## src/include/level_meter_defines.svh

```systemverilog
`ifndef LEVEL_METER_DEFINES_SVH
`define LEVEL_METER_DEFINES_SVH

//////////////////////////////
// Level meter build constants
//////////////////////////////

// Width of one input sample in bits
// The dB tables are built for exactly 12 bits
`define LM_SAMPLE_WIDTH 12

// Samples per peak window
// One peak is produced for every window
`define LM_WINDOW_LEN 8

// Entries in the peak FIFO between picker and converter
// Sized to absorb a short burst of windows
`define LM_BUFFER_DEPTH 4

//////////////////////////////
// End of constants
//////////////////////////////

`endif

```

## src/hdl/level_meter_pkg.sv

```systemverilog
`include "level_meter_defines.svh"

package level_meter_pkg;

    //////////////////////////////
    // Data types
    //////////////////////////////

    // Raw two's complement sample from the audio source
    typedef logic signed [`LM_SAMPLE_WIDTH-1:0] sample_t;
    // Unsigned magnitude, reaches 2048 for the most negative sample
    typedef logic [`LM_SAMPLE_WIDTH-1:0] magnitude_t;
    // Whole dB below full scale
    typedef logic [8:0] atten_t;

    //////////////////////////////
    // dB lookup tables
    //////////////////////////////

    // Quarter-dB gain for a leading one at bit position lead_pos
    // Roughly 6 dB (24 quarters) per bit
    function automatic atten_t gain_msb_lookup(input logic [3:0] lead_pos);
        case (lead_pos)
            4'd0:    return 9'd265;
            4'd1:    return 9'd241;
            4'd2:    return 9'd217;
            4'd3:    return 9'd193;
            4'd4:    return 9'd169;
            4'd5:    return 9'd145;
            4'd6:    return 9'd120;
            4'd7:    return 9'd96;
            4'd8:    return 9'd72;
            4'd9:    return 9'd48;
            4'd10:   return 9'd24;
            default: return 9'd0;
        endcase
    endfunction

    // Quarter-dB correction for the four bits under the leading one
    function automatic atten_t gain_fraction_lookup(input logic [3:0] remainder);
        atten_t table_q [16] = '{9'd0, 9'd2, 9'd4, 9'd6, 9'd8, 9'd9, 9'd11, 9'd13,
                                 9'd14, 9'd16, 9'd17, 9'd18, 9'd19, 9'd21, 9'd22, 9'd23};
        return table_q[remainder];
    endfunction

endpackage

```

## src/hdl/level_meter_top.sv

```systemverilog
`timescale 1ns/1ns

module level_meter_top (
    input  logic                     clock,
    input  logic                     reset,
    // Sample stream, no back-pressure
    input  level_meter_pkg::sample_t sample,
    input  logic                     sample_valid,
    // Per-window level in whole dB below full scale
    output level_meter_pkg::atten_t  atten,
    output logic                     atten_valid,
    // A window peak was lost
    output logic                     overflow
);
    import level_meter_pkg::*;

    //////////////////////////////
    // Write bus, picker to buffer
    //////////////////////////////

    logic       wr_cyc;
    logic       wr_stb;
    magnitude_t wr_dat;
    logic       wr_ack;

    //////////////////////////////
    // Read bus, buffer to converter
    //////////////////////////////

    logic       rd_cyc;
    logic       rd_stb;
    magnitude_t rd_dat;
    logic       rd_ack;

    // Window peaks out of the sample stream
    peak_picker peak_picker_i (
        .clock        (clock),
        .reset        (reset),
        .sample       (sample),
        .sample_valid (sample_valid),
        .wr_cyc       (wr_cyc),
        .wr_stb       (wr_stb),
        .wr_dat       (wr_dat),
        .wr_ack       (wr_ack),
        .overflow     (overflow)
    );

    // FIFO between the two bus masters
    peak_buffer peak_buffer_i (
        .clock  (clock),
        .reset  (reset),
        .wr_cyc (wr_cyc),
        .wr_stb (wr_stb),
        .wr_dat (wr_dat),
        .wr_ack (wr_ack),
        .rd_cyc (rd_cyc),
        .rd_stb (rd_stb),
        .rd_dat (rd_dat),
        .rd_ack (rd_ack)
    );

    // Peak magnitude to dB
    magnitude_to_db magnitude_to_db_i (
        .clock       (clock),
        .reset       (reset),
        .rd_cyc      (rd_cyc),
        .rd_stb      (rd_stb),
        .rd_dat      (rd_dat),
        .rd_ack      (rd_ack),
        .atten       (atten),
        .atten_valid (atten_valid)
    );

endmodule

```

## src/hdl/magnitude_to_db.sv

```systemverilog
`timescale 1ns/1ns

module magnitude_to_db (
    input  logic                        clock,
    input  logic                        reset,
    // Wishbone classic read master
    output logic                        rd_cyc,
    output logic                        rd_stb,
    input  level_meter_pkg::magnitude_t rd_dat,
    input  logic                        rd_ack,
    // Attenuation result, one cycle strobe
    output level_meter_pkg::atten_t     atten,
    output logic                        atten_valid
);
    import level_meter_pkg::*;

    // Bit index of the magnitude MSB, 11 for the 12-bit tables
    localparam int MAG_TOP = $bits(magnitude_t) - 1;

    typedef enum logic [2:0] {
        ST_REQUEST,
        ST_WAIT_ACK,
        ST_SHIFT,
        ST_LOOKUP,
        ST_OUTPUT
    } state_t;

    state_t state;

    // Registered cyc/stb of the read bus
    logic read_req;
    // Magnitude shifted left until its leading one is at the top
    magnitude_t norm_mag;
    // Original position of that leading one
    logic [3:0] lead_pos;
    // Up to four bits under the leading one, right aligned
    logic [3:0] remainder;
    // Table outputs in quarter dB
    atten_t msb_gain;
    atten_t frac_gain;

    //////////////////////////////
    // Remainder and table lookup
    //////////////////////////////

    // Low positions have fewer bits under the leading one
    always_comb begin
        case (lead_pos)
            4'd0:    remainder = 4'd0;
            4'd1:    remainder = {3'b000, norm_mag[MAG_TOP-1]};
            4'd2:    remainder = {2'b00, norm_mag[MAG_TOP-1 -: 2]};
            4'd3:    remainder = {1'b0, norm_mag[MAG_TOP-1 -: 3]};
            default: remainder = norm_mag[MAG_TOP-1 -: 4];
        endcase
    end

    assign msb_gain  = gain_msb_lookup(lead_pos);
    assign frac_gain = gain_fraction_lookup(remainder);

    //////////////////////////////
    // Control FSM
    //////////////////////////////

    always_ff @(posedge clock) begin
        if (reset) begin
            state    <= ST_REQUEST;
            read_req <= 1'b0;
        end else begin
            case (state)
                // First read after reset
                ST_REQUEST: begin
                    read_req <= 1'b1;
                    state    <= ST_WAIT_ACK;
                end
                // Hold the request until the buffer has a peak
                ST_WAIT_ACK: begin
                    if (rd_ack) begin
                        read_req <= 1'b0;
                        // Top bit already set means no shifting
                        state <= rd_dat[MAG_TOP] ? ST_LOOKUP : ST_SHIFT;
                    end
                end
                // One bit per cycle, stop when the next shift tops out
                ST_SHIFT: begin
                    if (norm_mag[MAG_TOP-1] || lead_pos == 4'd1) begin
                        state <= ST_LOOKUP;
                    end
                end
                ST_LOOKUP: begin
                    state <= ST_OUTPUT;
                end
                // Result strobe, next read request goes out right behind it
                ST_OUTPUT: begin
                    read_req <= 1'b1;
                    state    <= ST_WAIT_ACK;
                end
                default: begin
                    read_req <= 1'b0;
                    state    <= ST_REQUEST;
                end
            endcase
        end
    end

    //////////////////////////////
    // Datapath
    //////////////////////////////

    always_ff @(posedge clock) begin
        case (state)
            ST_WAIT_ACK: begin
                if (rd_ack) begin
                    norm_mag <= rd_dat;
                    lead_pos <= 4'(MAG_TOP);
                end
            end
            ST_SHIFT: begin
                norm_mag <= norm_mag << 1;
                lead_pos <= lead_pos - 1'b1;
            end
            // Quarter dB down to whole dB, rounding toward zero
            ST_LOOKUP: begin
                atten <= (msb_gain - frac_gain) >> 2;
            end
            default: begin
                norm_mag <= norm_mag;
            end
        endcase
    end

    assign rd_cyc      = read_req;
    assign rd_stb      = read_req;
    assign atten_valid = (state == ST_OUTPUT);

endmodule

```

## src/hdl/peak_buffer.sv

```systemverilog
`timescale 1ns/1ns
`include "level_meter_defines.svh"

module peak_buffer (
    input  logic                        clock,
    input  logic                        reset,
    // Wishbone classic write slave
    input  logic                        wr_cyc,
    input  logic                        wr_stb,
    input  level_meter_pkg::magnitude_t wr_dat,
    output logic                        wr_ack,
    // Wishbone classic read slave
    input  logic                        rd_cyc,
    input  logic                        rd_stb,
    output level_meter_pkg::magnitude_t rd_dat,
    output logic                        rd_ack
);
    import level_meter_pkg::*;

    localparam int DEPTH   = `LM_BUFFER_DEPTH;
    localparam int PTR_W   = (DEPTH > 1) ? $clog2(DEPTH) : 1;
    localparam int COUNT_W = $clog2(DEPTH + 1);

    // Peak storage
    magnitude_t mem [DEPTH];

    logic [PTR_W-1:0]   wr_ptr;
    logic [PTR_W-1:0]   rd_ptr;
    // Number of stored peaks
    logic [COUNT_W-1:0] count;

    logic full;
    logic empty;
    // Transfers accepted this cycle, acked on the next
    logic wr_go;
    logic rd_go;

    //////////////////////////////
    // Handshake decode
    //////////////////////////////

    assign full  = (count == COUNT_W'(DEPTH));
    assign empty = (count == '0);

    // The master keeps stb up during the ack cycle
    // so the ack flag blocks a second transfer
    assign wr_go = wr_cyc && wr_stb && !wr_ack && !full;
    assign rd_go = rd_cyc && rd_stb && !rd_ack && !empty;

    //////////////////////////////
    // Pointers and fill level
    //////////////////////////////

    always_ff @(posedge clock) begin
        if (reset) begin
            wr_ptr <= '0;
            rd_ptr <= '0;
            count  <= '0;
            wr_ack <= 1'b0;
            rd_ack <= 1'b0;
        end else begin
            // One cycle ack pulses
            wr_ack <= wr_go;
            rd_ack <= rd_go;
            if (wr_go) begin
                wr_ptr <= (wr_ptr == PTR_W'(DEPTH - 1)) ? '0 : wr_ptr + 1'b1;
            end
            if (rd_go) begin
                rd_ptr <= (rd_ptr == PTR_W'(DEPTH - 1)) ? '0 : rd_ptr + 1'b1;
            end
            // Simultaneous write and read leave the level unchanged
            case ({wr_go, rd_go})
                2'b10:   count <= count + 1'b1;
                2'b01:   count <= count - 1'b1;
                default: count <= count;
            endcase
        end
    end

    //////////////////////////////
    // Storage
    //////////////////////////////

    always_ff @(posedge clock) begin
        if (wr_go) begin
            mem[wr_ptr] <= wr_dat;
        end
        // Oldest entry lands on rd_dat together with rd_ack
        if (rd_go) begin
            rd_dat <= mem[rd_ptr];
        end
    end

endmodule

```

## src/hdl/peak_picker.sv

```systemverilog
`timescale 1ns/1ns
`include "level_meter_defines.svh"

module peak_picker (
    input  logic                     clock,
    input  logic                     reset,
    input  level_meter_pkg::sample_t sample,
    input  logic                     sample_valid,
    // Wishbone classic write master
    output logic                          wr_cyc,
    output logic                          wr_stb,
    output level_meter_pkg::magnitude_t   wr_dat,
    input  logic                          wr_ack,
    // Sticky lost-peak flag
    output logic                     overflow
);
    import level_meter_pkg::*;

    localparam int COUNT_W  = $clog2(`LM_WINDOW_LEN);
    localparam int SIGN_BIT = $bits(sample_t) - 1;

    // Position of the current sample inside its window
    logic [COUNT_W-1:0] sample_count;
    // Magnitude of the incoming sample
    magnitude_t sample_mag;
    // Peak of the samples already taken in this window
    magnitude_t window_max;
    // Peak including the incoming sample
    magnitude_t running_max;
    // Last sample of a window arrives this cycle
    logic window_done;
    // A finished peak sits on the bus waiting for ack
    logic wr_pending;
    magnitude_t peak_data;

    //////////////////////////////
    // Magnitude and running peak
    //////////////////////////////

    // Negating -2048 wraps to 12'h800, which reads as 2048 unsigned
    always_comb begin
        if (sample[SIGN_BIT]) begin
            sample_mag = magnitude_t'(-sample);
        end else begin
            sample_mag = magnitude_t'(sample);
        end
    end

    // First sample of a window ignores the stale maximum
    always_comb begin
        if (sample_count == '0 || sample_mag > window_max) begin
            running_max = sample_mag;
        end else begin
            running_max = window_max;
        end
    end

    assign window_done = sample_valid && (sample_count == COUNT_W'(`LM_WINDOW_LEN - 1));

    //////////////////////////////
    // Window control
    //////////////////////////////

    always_ff @(posedge clock) begin
        if (reset) begin
            sample_count <= '0;
            wr_pending   <= 1'b0;
            overflow     <= 1'b0;
        end else begin
            if (sample_valid) begin
                sample_count <= window_done ? '0 : sample_count + 1'b1;
            end
            // Bus released in the cycle after ack
            if (wr_ack) begin
                wr_pending <= 1'b0;
            end
            // A peak that finds the bus busy is lost for good
            // An ack in this same cycle still counts as busy
            if (window_done) begin
                if (wr_pending) begin
                    overflow <= 1'b1;
                end else begin
                    wr_pending <= 1'b1;
                end
            end
        end
    end

    // Running maximum and the peak offered to the buffer
    always_ff @(posedge clock) begin
        if (sample_valid) begin
            window_max <= running_max;
        end
        if (window_done && !wr_pending) begin
            peak_data <= running_max;
        end
    end

    // cyc and stb move together, data held until ack
    assign wr_cyc = wr_pending;
    assign wr_stb = wr_pending;
    assign wr_dat = peak_data;

endmodule

```

## config.mk

```make
export PLATFORM = sky130hd
export DESIGN_NAME = level_meter_top
export DESIGN_NICKNAME = d
export VERILOG_FILES = /design/src/hdl/level_meter_pkg.sv /design/src/hdl/level_meter_top.sv /design/src/hdl/magnitude_to_db.sv /design/src/hdl/peak_buffer.sv /design/src/hdl/peak_picker.sv
export VERILOG_INCLUDE_DIRS = /design/src /design/src/include
export SDC_FILE = /design/constraint.sdc
export NUM_CORES = 1
export LEC_CHECK = 0
export ABC_AREA = 1
export BUFFER_PORTS_ARGS = -buffer_cell sky130_fd_sc_hd__buf_2
export CAP_MARGIN = 20
export CORE_ASPECT_RATIO = 1.2
export CORE_UTILIZATION = 30
export DETAILED_ROUTE_END_ITERATION = 10
export HOLD_SLACK_MARGIN = 0.12
export PLACE_DENSITY = 0.54
export SETUP_SLACK_MARGIN = 0.02
export SYNTH_ARGS = -nofsm -noshare
export SYNTH_HDL_FRONTEND = slang
export SYNTH_HIERARCHICAL = 1
export SYNTH_SLANG_ARGS = --single-unit
export TNS_END_PERCENT = 30
```

## constraint.sdc

```tcl
create_clock -name clock -period 2.6 [get_ports clock]
set_clock_uncertainty 0.05 [all_clocks]
set_input_delay 0.13 -clock clock [delete_from_list [all_inputs] [get_ports clock]]
set_output_delay 0.13 -clock clock [all_outputs]
set_load 0.01 [all_outputs]
```

Yosys cells after proc, flatten, opt, wreduce, memory -nomap -nowiden
Memory sizes are Yosys's and may differ from the RTL's. A register that Yosys moved wholly into a read port is not among the register bits.
Cells that the tools add are included.
Operators by class
  $add $sub $neg: 8
  mux-type cells: 25
  bitwise gates (word level): 2
  $lt $le $gt $ge: 2
  equality and inequality tests: 15
  reduce and logical (&&, ||, !) cells: 25
Operators with widths (count)
  12-bit 2-to-1 mux: 2
  11-bit case mux with 2 select lines: 1
  9-bit 2-to-1 mux: 2
  4-bit case mux with 4 select lines: 1
  12-bit > comparator: 1
  12-bit negation: 1
  3-bit case mux with 4 select lines: 1
  11-bit 2-to-1 mux: 1
  3-bit == test, second input constant: 3
  3-bit zero test: 3
  3-bit 2-to-1 mux: 3
  9-bit subtractor: 1
  4-bit by 2-bit == test with 1-bit output, second input constant: 2
  4-bit 2-to-1 mux: 2
  4-bit case mux with 2 select lines: 1
  2-bit AND reduction: 4
  1-bit 2-to-1 mux: 7
  3-bit by 1-bit adder with 3-bit output, second input constant: 2
  2-bit == test, second input constant: 3
  3-bit by 2-bit == test with 1-bit output, second input constant: 2
  1-bit logical AND: 6
  3-bit case mux with 2 select lines: 1
  5-bit greater-or-equal comparator, second input constant: 1
  1-bit zero test: 5
  16 further kinds: 21
Word-level totals
  bits of input ports: 15
  bits in registers: 64
  memory bits (read-only): 256
  memories: 3
  memory bits (writable): 48
Memories
  (name not given): words 16, bits a word 9, read ports 1, clocked after Yosys merged registers in 0, write ports 0, line level_meter_pkg.sv:43  | return table_q[remainder];
  (name not given): words 16, bits a word 7, read ports 1, clocked after Yosys merged registers in 1, write ports 0, line level_meter_pkg.sv:23  | case (lead_pos)
  peak_buffer_i.mem: words 4, bits a word 12, read ports 1, clocked after Yosys merged registers in 1, write ports 1, line peak_buffer.sv:25  | magnitude_t mem [DEPTH];

Logic depth before layout (Yosys ltp)
Gate-level depths: netlist of run 1.
  word-level depth: 7
  gate-level depth with buffers: 21
  gate-level depth less buffers: 20

By module
The synthesis of run 1 kept the hierarchy.
By module, submodules not included
  peak_buffer: instances 1, area an instance 2656.3 um^2, cells each 203
  magnitude_to_db: instances 1, area an instance 2009.4 um^2, cells each 238
  peak_picker: instances 1, area an instance 1747.9 um^2, cells each 203

Worst setup path after synthesis of run 1
Ideal clock, no wire load.
  path type: register -> register
  start: register magnitude_to_db_i.lead_pos[0]
  end: register magnitude_to_db_i.atten[4] (data pin)
  required time: 2298 ps
  clock period less this slack: 2787 ps
  cell stages (with the launch flop): 18
  buffers on the path: 0
  library setup time: 252 ps
  arrival: 2485 ps
  path slack: -187 ps
  path through: edfxtp_1 > inv_1 > ha_1 > nor2_1 > nand2_1 > nand2_4 > nand2_1 > nand3_2 > inv_1 > ha_1 > inv_1 > o21ai_0 > ha_1 > inv_1 > nor3_1 > nand3_4 > nand2_1 > nand2_1
Between the ends
  word-level cells in the longest chain between the ends: 7
  elaborated cells between the ends (all ways): 10
Ends and longest elaborated chain
  start: declaration: line magnitude_to_db.sv:35  | logic [3:0] lead_pos;
  start signal: assignment: line magnitude_to_db.sv:114  | lead_pos <= 4'(MAG_TOP);
  start signal: assignment: line magnitude_to_db.sv:119  | lead_pos <= lead_pos - 1'b1;
  4-bit by 2-bit == test with 1-bit output, or another cell as far along: line magnitude_to_db.sv:48  | case (lead_pos)
  4-bit case mux with 4 select lines *: line magnitude_to_db.sv:48
  4-bit inverter with 5-bit output (not written as such) *: line level_meter_pkg.sv:43
  memory 16 x 9 bit *
  9-bit 2-to-1 mux (not written as such) * (2 in a row): line level_meter_pkg.sv:43
  9-bit subtractor *: line magnitude_to_db.sv:123  | atten <= (msb_gain - frac_gain) >> 2;
  end signal: assignment: line magnitude_to_db.sv:123
  end: declaration: line magnitude_to_db.sv:12  | output level_meter_pkg::atten_t atten,
Every way passes the cells marked *; elsewhere a longest branch is shown, timed or not. The select of a mux whose other input is x is not followed.
A chain may end at the register's enable or synchronous reset.

Worst setup path in the final report of run 1
  start: register magnitude_to_db_i.lead_pos[1]
  end: register magnitude_to_db_i.atten[5] (data pin)
Same word-level chain as after synthesis.

==> impl_metrics.ini, run 1 <==
[status]
status = complete, but fails checks
violations = setup timing

[critical_path]
startpoint = magnitude_to_db_i/lead_pos[1]$_DFFE_PP_
cp.required_ns = 2.72
critPathCapture = magnitude_to_db_i/atten[5]$_DFFE_PP_
timing.rr.start = magnitude_to_db_i/lead_pos[1]$_DFFE_PP_
ff2ff_setup_slack_ns = -0.07
startpoint_type = flip-flop
crit_path_end_kind = flip-flop
path_class = flip-flop to flip-flop
worstPathMaxFanout = 4
r2r_cells = 18
r2r-end = magnitude_to_db_i/atten[5]$_DFFE_PP_
worst_ep_arrival_time_ns = 2.79

[route]
avgRoutedWirePerCell_um = 11.7
initialDrtViolationCount = 154
via_per_inst = 4.38
routed_wl_mm = 11.7
vias = 4389
drtAntennaViolNets = 0
first_pass_iters = 4
drc = 0

[die]
io_pins = 26
die_h_um = 162
rows = 58
die_area_um2 = 22000
core_area_um2 = 21000
initial_utilization_pct = 30.6
die_x_um = 135

[layout]
antenna_cells = 0
finalNonFillerCells = 1002
stdcell_area_um2 = 8020
area_delta_synth_final_pct = 25.0
final_nets = 773
utilization_pct = 38.2
drive_gt1_share_pct = 23.8

[clock_tree]
tritoncts = done
root_buffer = clkbuf_16
clock_latency_ns = 0.41
cts_buffer_depth = 2
htree_levels = 4
cts_sinks = 131
cts_made_buffers = 17
clkTransAtPathRegs_ns = 0.06

[yosys]
ys_async_sr_fraction_pct = 0
synth.yosys.warnings = 6
synth_commonest_cells = nand2_1, edfxtp_1, inv_1
ys_ff_latch = 131
ys_types = 43
yosysSeqAreaShare_pct = 57.4
synth-edff-count = 106
yosysMostFrequentCell = nand2_1
synth.avg_cell_area_um2 = 9.96
synth_top_flop_cell = edfxtp_1
ys_top_cells_by_area = edfxtp_1, nand2_1, dfxtp_1
syn_area_um2 = 6410
yosysTopAreaCell = edfxtp_1
synth_top_area_share_pct = 49.6
synthesis.instances = 644

[sta]
finalSetupViolations = 6
min_period_over_period_pct = 103
final.min_clock_period_ns = 2.67
finalMaxSlewViolations = 0
timing.fmax_mhz = 375
slew_headroom_pct = 55.0
rsz0062_at_grt = true
worst_pin_slew_ns = 0.673
fin_ws_ns = -0.0701
hold_violations = 0

[place]
place_area_um2 = 7080
dp_cells = 957
port_buffers = 23
dpl.hpwl_mm = 8.14
place_congestion = 0.756

[global_routing]
grt_pass1_vias = 4361
grt_use_total_pct = 11.5
grt_pass1_wl_mm = 19.9
antenna_found_initial = 0
grt_start_max_net_pins = 26
globalRouteOverflowTotal = 0

[power]
power_density_nw_per_um2 = 631
leakage_nw = 3.37
ir_drop_mv = 0.402

[hold_path]
hp-class = input pin to flip-flop

[job]
cap_violations = 0
worst max-delay path: stages (launching register included):
cell and delay, ns:
edfxtp_1 0.49, inv_2 0.15, ha_2 0.17, nor2_1 0.04, nand2_2 0.08, nand2_4 0.07
nand2_4 0.07, nand3_4 0.08, inv_4 0.09, ha_4 0.13, nand3_2 0.07, nand2_1 0.06
o21ai_1 0.07, ha_2 0.35, inv_2 0.06, nor3_4 0.14, nand3_4 0.10, nand3_2 0.11
nand2_1 0.05
cell type report:
class	instances	area, µm²
multi-input cells	407	2530
fillers	2038	13000
repair buffers	71	503
clock inverters	13	178
inverters	91	349
well taps	270	338
clock buffers	19	433
flip-flops and latches	131	3680
sequential cells by signal, summed over array words and instances, names as in the netlist:
signal / flops
peak_buffer_i/rd_ptr: 2
peak_buffer_i/rd_dat: 12
magnitude_to_db_i/atten: 7
magnitude_to_db_i/norm_mag: 11
magnitude_to_db_i/state: 3
peak_picker_i/wr_dat: 12
magnitude_to_db_i/lead_pos: 4
peak_buffer_i/mem: 48
peak_picker_i/sample_count: 3
magnitude_to_db_i/rd_cyc: 1
magnitude_to_db_i/msb_gain: 7
peak_buffer_i/wr_ptr: 2
peak_picker_i/overflow: 1
peak_picker_i/wr_cyc: 1
peak_buffer_i/rd_ack: 1
peak_picker_i/window_max: 12
peak_buffer_i/count: 3
peak_buffer_i/wr_ack: 1
repair_timing:
item                                    4_1_cts  5_1_grt
pin swaps                                    18       12
buffers inserted                              9        1
resized for setup                            23       29
endpoints found under the setup margin        7        7
hold buffers                                  3        0
endpoints found under the hold margin        13        0
metrics by stage:
stage          hold slack [ns]  setup slack (ns)  TNS [ns]  power (mW)
2_1_floorplan            0.149            0.0183         0        2.58
3_3_place_gp             0.384           -0.0710    -0.194        2.66
3_5_place_dp             0.387            -0.133    -0.452        2.67
4_1_cts                  0.120           -0.0148   -0.0365        5.12
5_1_grt                  0.177            -0.210     -1.24        5.25
6_report                 0.132           -0.0701    -0.218        5.06
power breakdown:
group | total [mW] | leakage (nW) | switching, mW | internal (mW)
logic | 0.304 | 1.91 | 0.186 | 0.119
clock network | 2.44 | 0.290 | 0.911 | 1.53
registers | 2.32 | 1.17 | 0.0201 | 2.30
cells in the final DEF (no fill, tap or decap), types with 8 or more instances in the layout:
cell,count
o22ai_1,12
ha_1,28
clkbuf_16,17
buf_2,23
nand3_2,9
inv_1,78
nand3_1,29
dfxtp_1,25
nand2_1,128
inv_2,10
o21ai_1,8
edfxtp_1,106
nor2_1,62
nand2_2,15
a21oi_1,19
buf_4,42
o21ai_0,27
how the worst min path moves through the flow:
stage | start | end | slack [ns] | depth (start not counted)
after floorplan | reset | magnitude_to_db_i/rd_cyc$_SDFFE_PP0P_ | 0.15 | 1
after global placement | peak_picker_i/overflow$_SDFFE_PP0P_ | peak_picker_i/overflow$_SDFFE_PP0P_ | 0.38 | 2
after detailed placement | peak_picker_i/overflow$_SDFFE_PP0P_ | peak_picker_i/overflow$_SDFFE_PP0P_ | 0.39 | 2
after CTS | sample[8] | peak_picker_i/window_max[8]$_DFFE_PP_ | 0.12 | 5
after global routing | sample[2] | peak_picker_i/wr_dat[2]$_DFFE_PP_ | 0.18 | 4
final | sample[8] | peak_picker_i/wr_dat[8]$_DFFE_PP_ | 0.13 | 5
routing by layer:
layer,wire [µm],GRT usage (%),part of all wire [%],vias to the layer above
met5,0,0,0,-
met4,179,4.29,1.5,0
li1,-,-,-,2301
met1,4960,12.3,42,2017
met3,330,3.12,2.8,15
met2,6240,21.5,53,56
kinds of logic after synthesis:
logic type	after synthesis	share of synthesized area, %
other cells	1	0.0585
flops	131	57.4
compound gates	82	7.34
fa+ha+maj	39	7.73
simple gates	277	19.4
buf+inv	107	7.08
xor+xnor	7	0.956
Power figures use the tool's default switching activity.
==> inputs of run 2 (changes only) <==
- PLACE_DENSITY: 0.54 -> 0.47
==> impl_metrics.ini, run 2 (synthesis results as in run 1) <==
[critical_path]
startpoint_type = flip-flop
crit_path_end_kind = flip-flop
critPathCapture = magnitude_to_db_i/atten[3]$_DFFE_PP_
startpoint = magnitude_to_db_i/lead_pos[1]$_DFFE_PP_
cp.required_ns = 2.72
r2r-end = magnitude_to_db_i/atten[3]$_DFFE_PP_
timing.rr.start = magnitude_to_db_i/lead_pos[1]$_DFFE_PP_
worst_ep_arrival_time_ns = 2.73
ff2ff_setup_slack_ns = -0.01
path_class = flip-flop to flip-flop
worstPathMaxFanout = 4
r2r_cells = 16

[place]
place_congestion = 0.819
dp_cells = 951
dpl.hpwl_mm = 8.67
port_buffers = 23

[route]
first_pass_iters = 4
vias = 4441
drc = 0
via_per_inst = 4.44
drtAntennaViolNets = 0
avgRoutedWirePerCell_um = 12.1
initialDrtViolationCount = 171
routed_wl_mm = 12.1

[global_routing]
grtUsageMet2_pct = 22.3
grt_use_met3_pct = 2.90
grtUsageMet1_pct = 11.5
busiest_layer = met2
grt_pass1_vias = 4299
globalRouteOverflowTotal = 0
grt_start_max_net_pins = 26
grt_use_total_pct = 11.6
antenna_found_initial = 0
grt_pass1_wl_mm = 19.7

[hold_path]
hp-class = input pin to flip-flop
worstHoldPathCells = 4

[sta]
final.min_clock_period_ns = 2.61
rsz0062_at_grt = true
timing.fmax_mhz = 383
hold_violations = 0
worst_pin_slew_ns = 0.715
min_period_over_period_pct = 100
slew_headroom_pct = 52.1
finalSetupViolations = 2
fin_ws_ns = -0.0114
timing.hold.ws_ns = 0.159
finalMaxSlewViolations = 0

[clock_tree]
root_buffer = clkbuf_16
cts_sinks = 131
clkTransAtPathRegs_ns = 0.06
htree_levels = 4
tritoncts = done
cts_made_buffers = 17
cts_buffer_depth = 2
clock_latency_ns = 0.41

[power]
power_density_nw_per_um2 = 604
leakage_nw = 3.33
ir_drop_mv = 0.385

[die]
initial_utilization_pct = 30.6
die_area_um2 = 22000
core_area_um2 = 21000
rows = 58
io_pins = 26
die_h_um = 162
die_x_um = 135

[layout]
fillers = 2034
top_register = peak_buffer_i/mem
finalNonFillerCells = 1000
final_nets = 771
drive_gt1_share_pct = 23.8
antenna_cells = 0
layout_common_cells = nand2_1, edfxtp_1, inv_1
area_delta_synth_final_pct = 24.1
largest_register_ffs = 48
final_common_cell = nand2_1

[job]
cap_violations = 0

[status]
violations = setup timing
status = complete, but fails checks
[run 2: cell count changes in the layout (fill, tap and decap cells not counted), moves of 2 or more]
cell	change
nand2_2	-2
buf_4	-2
inv_6	+4
inv_4	+2
clkinv_4	-2
inv_1	-2
bufinv_16	-3
nand2_1	+2
[run 2: power breakdown]
| group | total, mW | switching (mW) | internal (mW) |
|---|---|---|---|
| Clock | 2.19 | 0.945 | 1.25 |
| Combinational | 0.299 | 0.185 | 0.114 |
| Sequential | 2.32 | 0.0195 | 2.30 |
[run 2: through the flow]
stage,util [%],setup slack (ns),power [mW],TNS (ns),instance area (µm²)
finish,37.9,-0.0114,4.81,-0.0115,7960
global route,37.9,-0.146,5.01,-0.708,7960
CTS,37.0,-0.0593,4.87,-0.170,7770
detailed placement,33.5,-0.108,2.66,-0.814,7030
global placement,33.5,-0.0306,2.65,-0.0827,7030
floorplan,-,0.0183,2.58,0,6470
[run 2: critical path, stage by stage, from the launching register on]
cell and delay [ns]:
edfxtp_1 0.46, inv_2 0.16, ha_4 0.17, nor3b_4 0.20
nand2_2 0.09, nand3_4 0.10, inv_4 0.05, buf_4 0.14
ha_4 0.15, a21boi_2 0.12, nand3_2 0.10, nand3_2 0.11
nand3_4 0.10, nor2_4 0.17, nand3_2 0.08, nand2_2 0.08
nand2_1 0.05
[run 2: per-layer routing]
| metal | up-vias | part of all wire [%] |
|---|---|---|
| met5 | - | 0 |
| met4 | 0 | 1.5 |
| met3 | 14 | 2.2 |
| met2 | 67 | 55 |
| met1 | 2073 | 41 |
| li1 | 2287 | - |
[run 2: repair_timing]
item,4_1_cts,5_1_grt
hold buffers,4,0
endpoints found under the setup margin,5,30
pin swaps,15,22
endpoints found under the hold margin,15,0
resized for setup,21,39
buffers inserted,8,5
[run 2: area by class of cell]
type / instances / area [µm²] / share of cell area (%)
Multi-Input combinational cell: 407 / 2560 / 32.1
Inverter: 91 / 354 / 4.45
Timing Repair Buffer: 69 / 478 / 6.01
Tap cell: 270 / 338 / 4.24
Clock buffer: 18 / 429 / 5.39
Sequential cell: 131 / 3680 / 46.3
Clock inverter: 14 / 118 / 1.48
[run 2: worst min-delay path by stage]
stage                                                   start                                     to  slack (ns)
after CTS                                           sample[6]  peak_picker_i/window_max[6]$_DFFE_PP_        0.14
after detailed placement  peak_picker_i/overflow$_SDFFE_PP0P_    peak_picker_i/overflow$_SDFFE_PP0P_        0.39
after global routing                                sample[2]  peak_picker_i/window_max[2]$_DFFE_PP_        0.20
after floorplan                                         reset  magnitude_to_db_i/rd_cyc$_SDFFE_PP0P_        0.15
after global placement    peak_picker_i/overflow$_SDFFE_PP0P_    peak_picker_i/overflow$_SDFFE_PP0P_        0.39
final                                               sample[2]  peak_picker_i/window_max[2]$_DFFE_PP_        0.16
==> inputs of run 3 (changes only) <==
- BUFFER_PORTS_ARGS: -buffer_cell sky130_fd_sc_hd__buf_2 -> unset
- DONT_BUFFER_PORTS: unset -> 1
- PLACE_DENSITY: 0.47 -> 0.46
==> impl_metrics.ini, run 3 (synthesis results as in run 1) <==
[clock_tree]
htree_levels = 4
root_buffer = clkbuf_16
clock_latency_ns = 0.42
cts_sinks = 131
tritoncts = done
clkTransAtPathRegs_ns = 0.06
cts_made_buffers = 17
cts_buffer_depth = 2

[die]
die_h_um = 162
rows = 58
die_x_um = 135
initial_utilization_pct = 30.6
core_area_um2 = 21000
io_pins = 26
die_area_um2 = 22000

[route]
drc = 0
drtAntennaViolNets = 0
vias = 4427
avgRoutedWirePerCell_um = 12.5
via_per_inst = 4.49
first_pass_iters = 4
initialDrtViolationCount = 143
routed_wl_mm = 12.3

[layout]
top_register = peak_buffer_i/mem
layout_common_cells = nand2_1, edfxtp_1, inv_1
drive_gt1_share_pct = 20.8
fillers = 2024
final_nets = 756
area_delta_synth_final_pct = 23.5
antenna_cells = 0
utilization_pct = 37.8
stdcell_area_um2 = 7920
largest_register_ffs = 48
final_common_cell = nand2_1

[critical_path]
timing.rr.start = magnitude_to_db_i/lead_pos[1]$_DFFE_PP_
ff2ff_setup_slack_ns = -0.10
crit_path_end_kind = flip-flop
path_class = flip-flop to flip-flop
worst_ep_arrival_time_ns = 2.83
startpoint_type = flip-flop
cp.required_ns = 2.73
r2r_cells = 17
worstPathMaxFanout = 4
startpoint = magnitude_to_db_i/lead_pos[1]$_DFFE_PP_
r2r-end = magnitude_to_db_i/atten[3]$_DFFE_PP_
critPathCapture = magnitude_to_db_i/atten[3]$_DFFE_PP_

[place]
pre_cts_slack_ns = -0.122
place_area_um2 = 6890
place_congestion = 0.830
dpl.hpwl_mm = 8.31
port_buffers = 0

[sta]
finalSetupViolations = 5
finalMaxSlewViolations = 0
timing.hold.ws_ns = 0.110
hold_violations = 0
rsz0062_at_grt = true
setup_tns_ns = -0.404
slew_headroom_pct = 49.7
worst_pin_slew_ns = 0.753
fin_ws_ns = -0.100
final.min_clock_period_ns = 2.70
timing.fmax_mhz = 370
min_period_over_period_pct = 104

[status]
status = complete, but fails checks
violations = setup timing

[global_routing]
grt_use_met3_pct = 2.81
grtUsageMet1_pct = 11.8
grt_pass1_wl_mm = 20.2
globalRouteOverflowTotal = 0
busiest_layer = met2
grt_pass1_vias = 4412
grt_use_total_pct = 11.8
antenna_found_initial = 0
grt_start_max_net_pins = 28
grtUsageMet2_pct = 22.6

[power]
power_density_nw_per_um2 = 623
leakage_nw = 3.28
ir_drop_mv = 0.410

[job]
cap_violations = 0

[hold_path]
hp-class = input pin to flip-flop
-- run 3: cell types whose count changed in the layout (fill, tap and decap cells not counted), sizes merged --
| cell | previous run | this run |
|---|---|---|
| buf | 65 | 39 |
| nand2 | 149 | 150 |
| bufinv | 0 | 1 |
| clkbuf | 18 | 17 |
| dlygate4sd3 | 4 | 14 |
-- run 3: how the worst min path moves through the flow --
stage / start / to / slack, ns / depth (start not counted)
6_report: sample[11] / peak_picker_i/wr_dat[7]$_DFFE_PP_ / 0.11 / 4
5_1_grt: sample[11] / peak_picker_i/window_max[7]$_DFFE_PP_ / 0.13 / 4
4_1_cts: sample[3] / peak_picker_i/window_max[3]$_DFFE_PP_ / 0.14 / 4
3_5_place_dp: reset / peak_picker_i/overflow$_SDFFE_PP0P_ / 0.15 / 1
3_3_place_gp: reset / peak_picker_i/sample_count[2]$_SDFFE_PP0P_ / 0.15 / 1
2_1_floorplan: reset / magnitude_to_db_i/rd_cyc$_SDFFE_PP0P_ / 0.15 / 1
-- run 3: power by group --
group,switching (mW),total [mW],internal [mW]
Clock,0.956,2.30,1.34
Sequential,0.0197,2.32,2.30
Combinational,0.195,0.318,0.123
-- run 3: per-layer routing --
layer | up-vias | routed length (µm) | part of all wire (%)
li1 | 2266 | - | -
met1 | 2084 | 5000 | 41
met2 | 58 | 6750 | 55
met3 | 19 | 280 | 2.3
met4 | 0 | 242 | 2.0
met5 | - | 0 | 0
-- run 3: what timing repair did --
action,in CTS,in global routing
hold buffers,15,0
endpoints found under the setup margin,6,31
buffers inserted,8,5
pin swaps,18,22
cloned,0,1
endpoints found under the hold margin,54,0
gates resized for setup,32,21
-- run 3: layout make-up --
type                    instances  area [µm²]  share of cell area [%]
clock inverters                15         148                    1.86
multi-input cells             408        2530                    31.9
well taps                     270         338                    4.27
repair buffers                 53         448                    5.66
inverters                      91         347                    4.38
clock buffers                  17         425                    5.37
flip-flops and latches        131        3680                    46.5
-- run 3: through the flow --
stage               power (mW)  std cells
finish                    4.93        985
CTS                       4.98        980
floorplan                 2.58        645
detailed placement        2.63        925
global route              5.12        985
global placement          2.62        925
-- run 3: worst max-delay path: stages, from the launching register on --
cell and delay [ns]:
edfxtp_1 0.47, buf_6 0.16, ha_4 0.16, buf_4 0.13
nand3_1 0.12, nand3_4 0.10, inv_4 0.09, ha_4 0.13
nand3_2 0.07, nand2_2 0.08, o21ai_2 0.06, ha_1 0.31
inv_2 0.06, buf_6 0.11, nor2_4 0.15, nand3_2 0.09
nand2_2 0.08, nand2_1 0.05
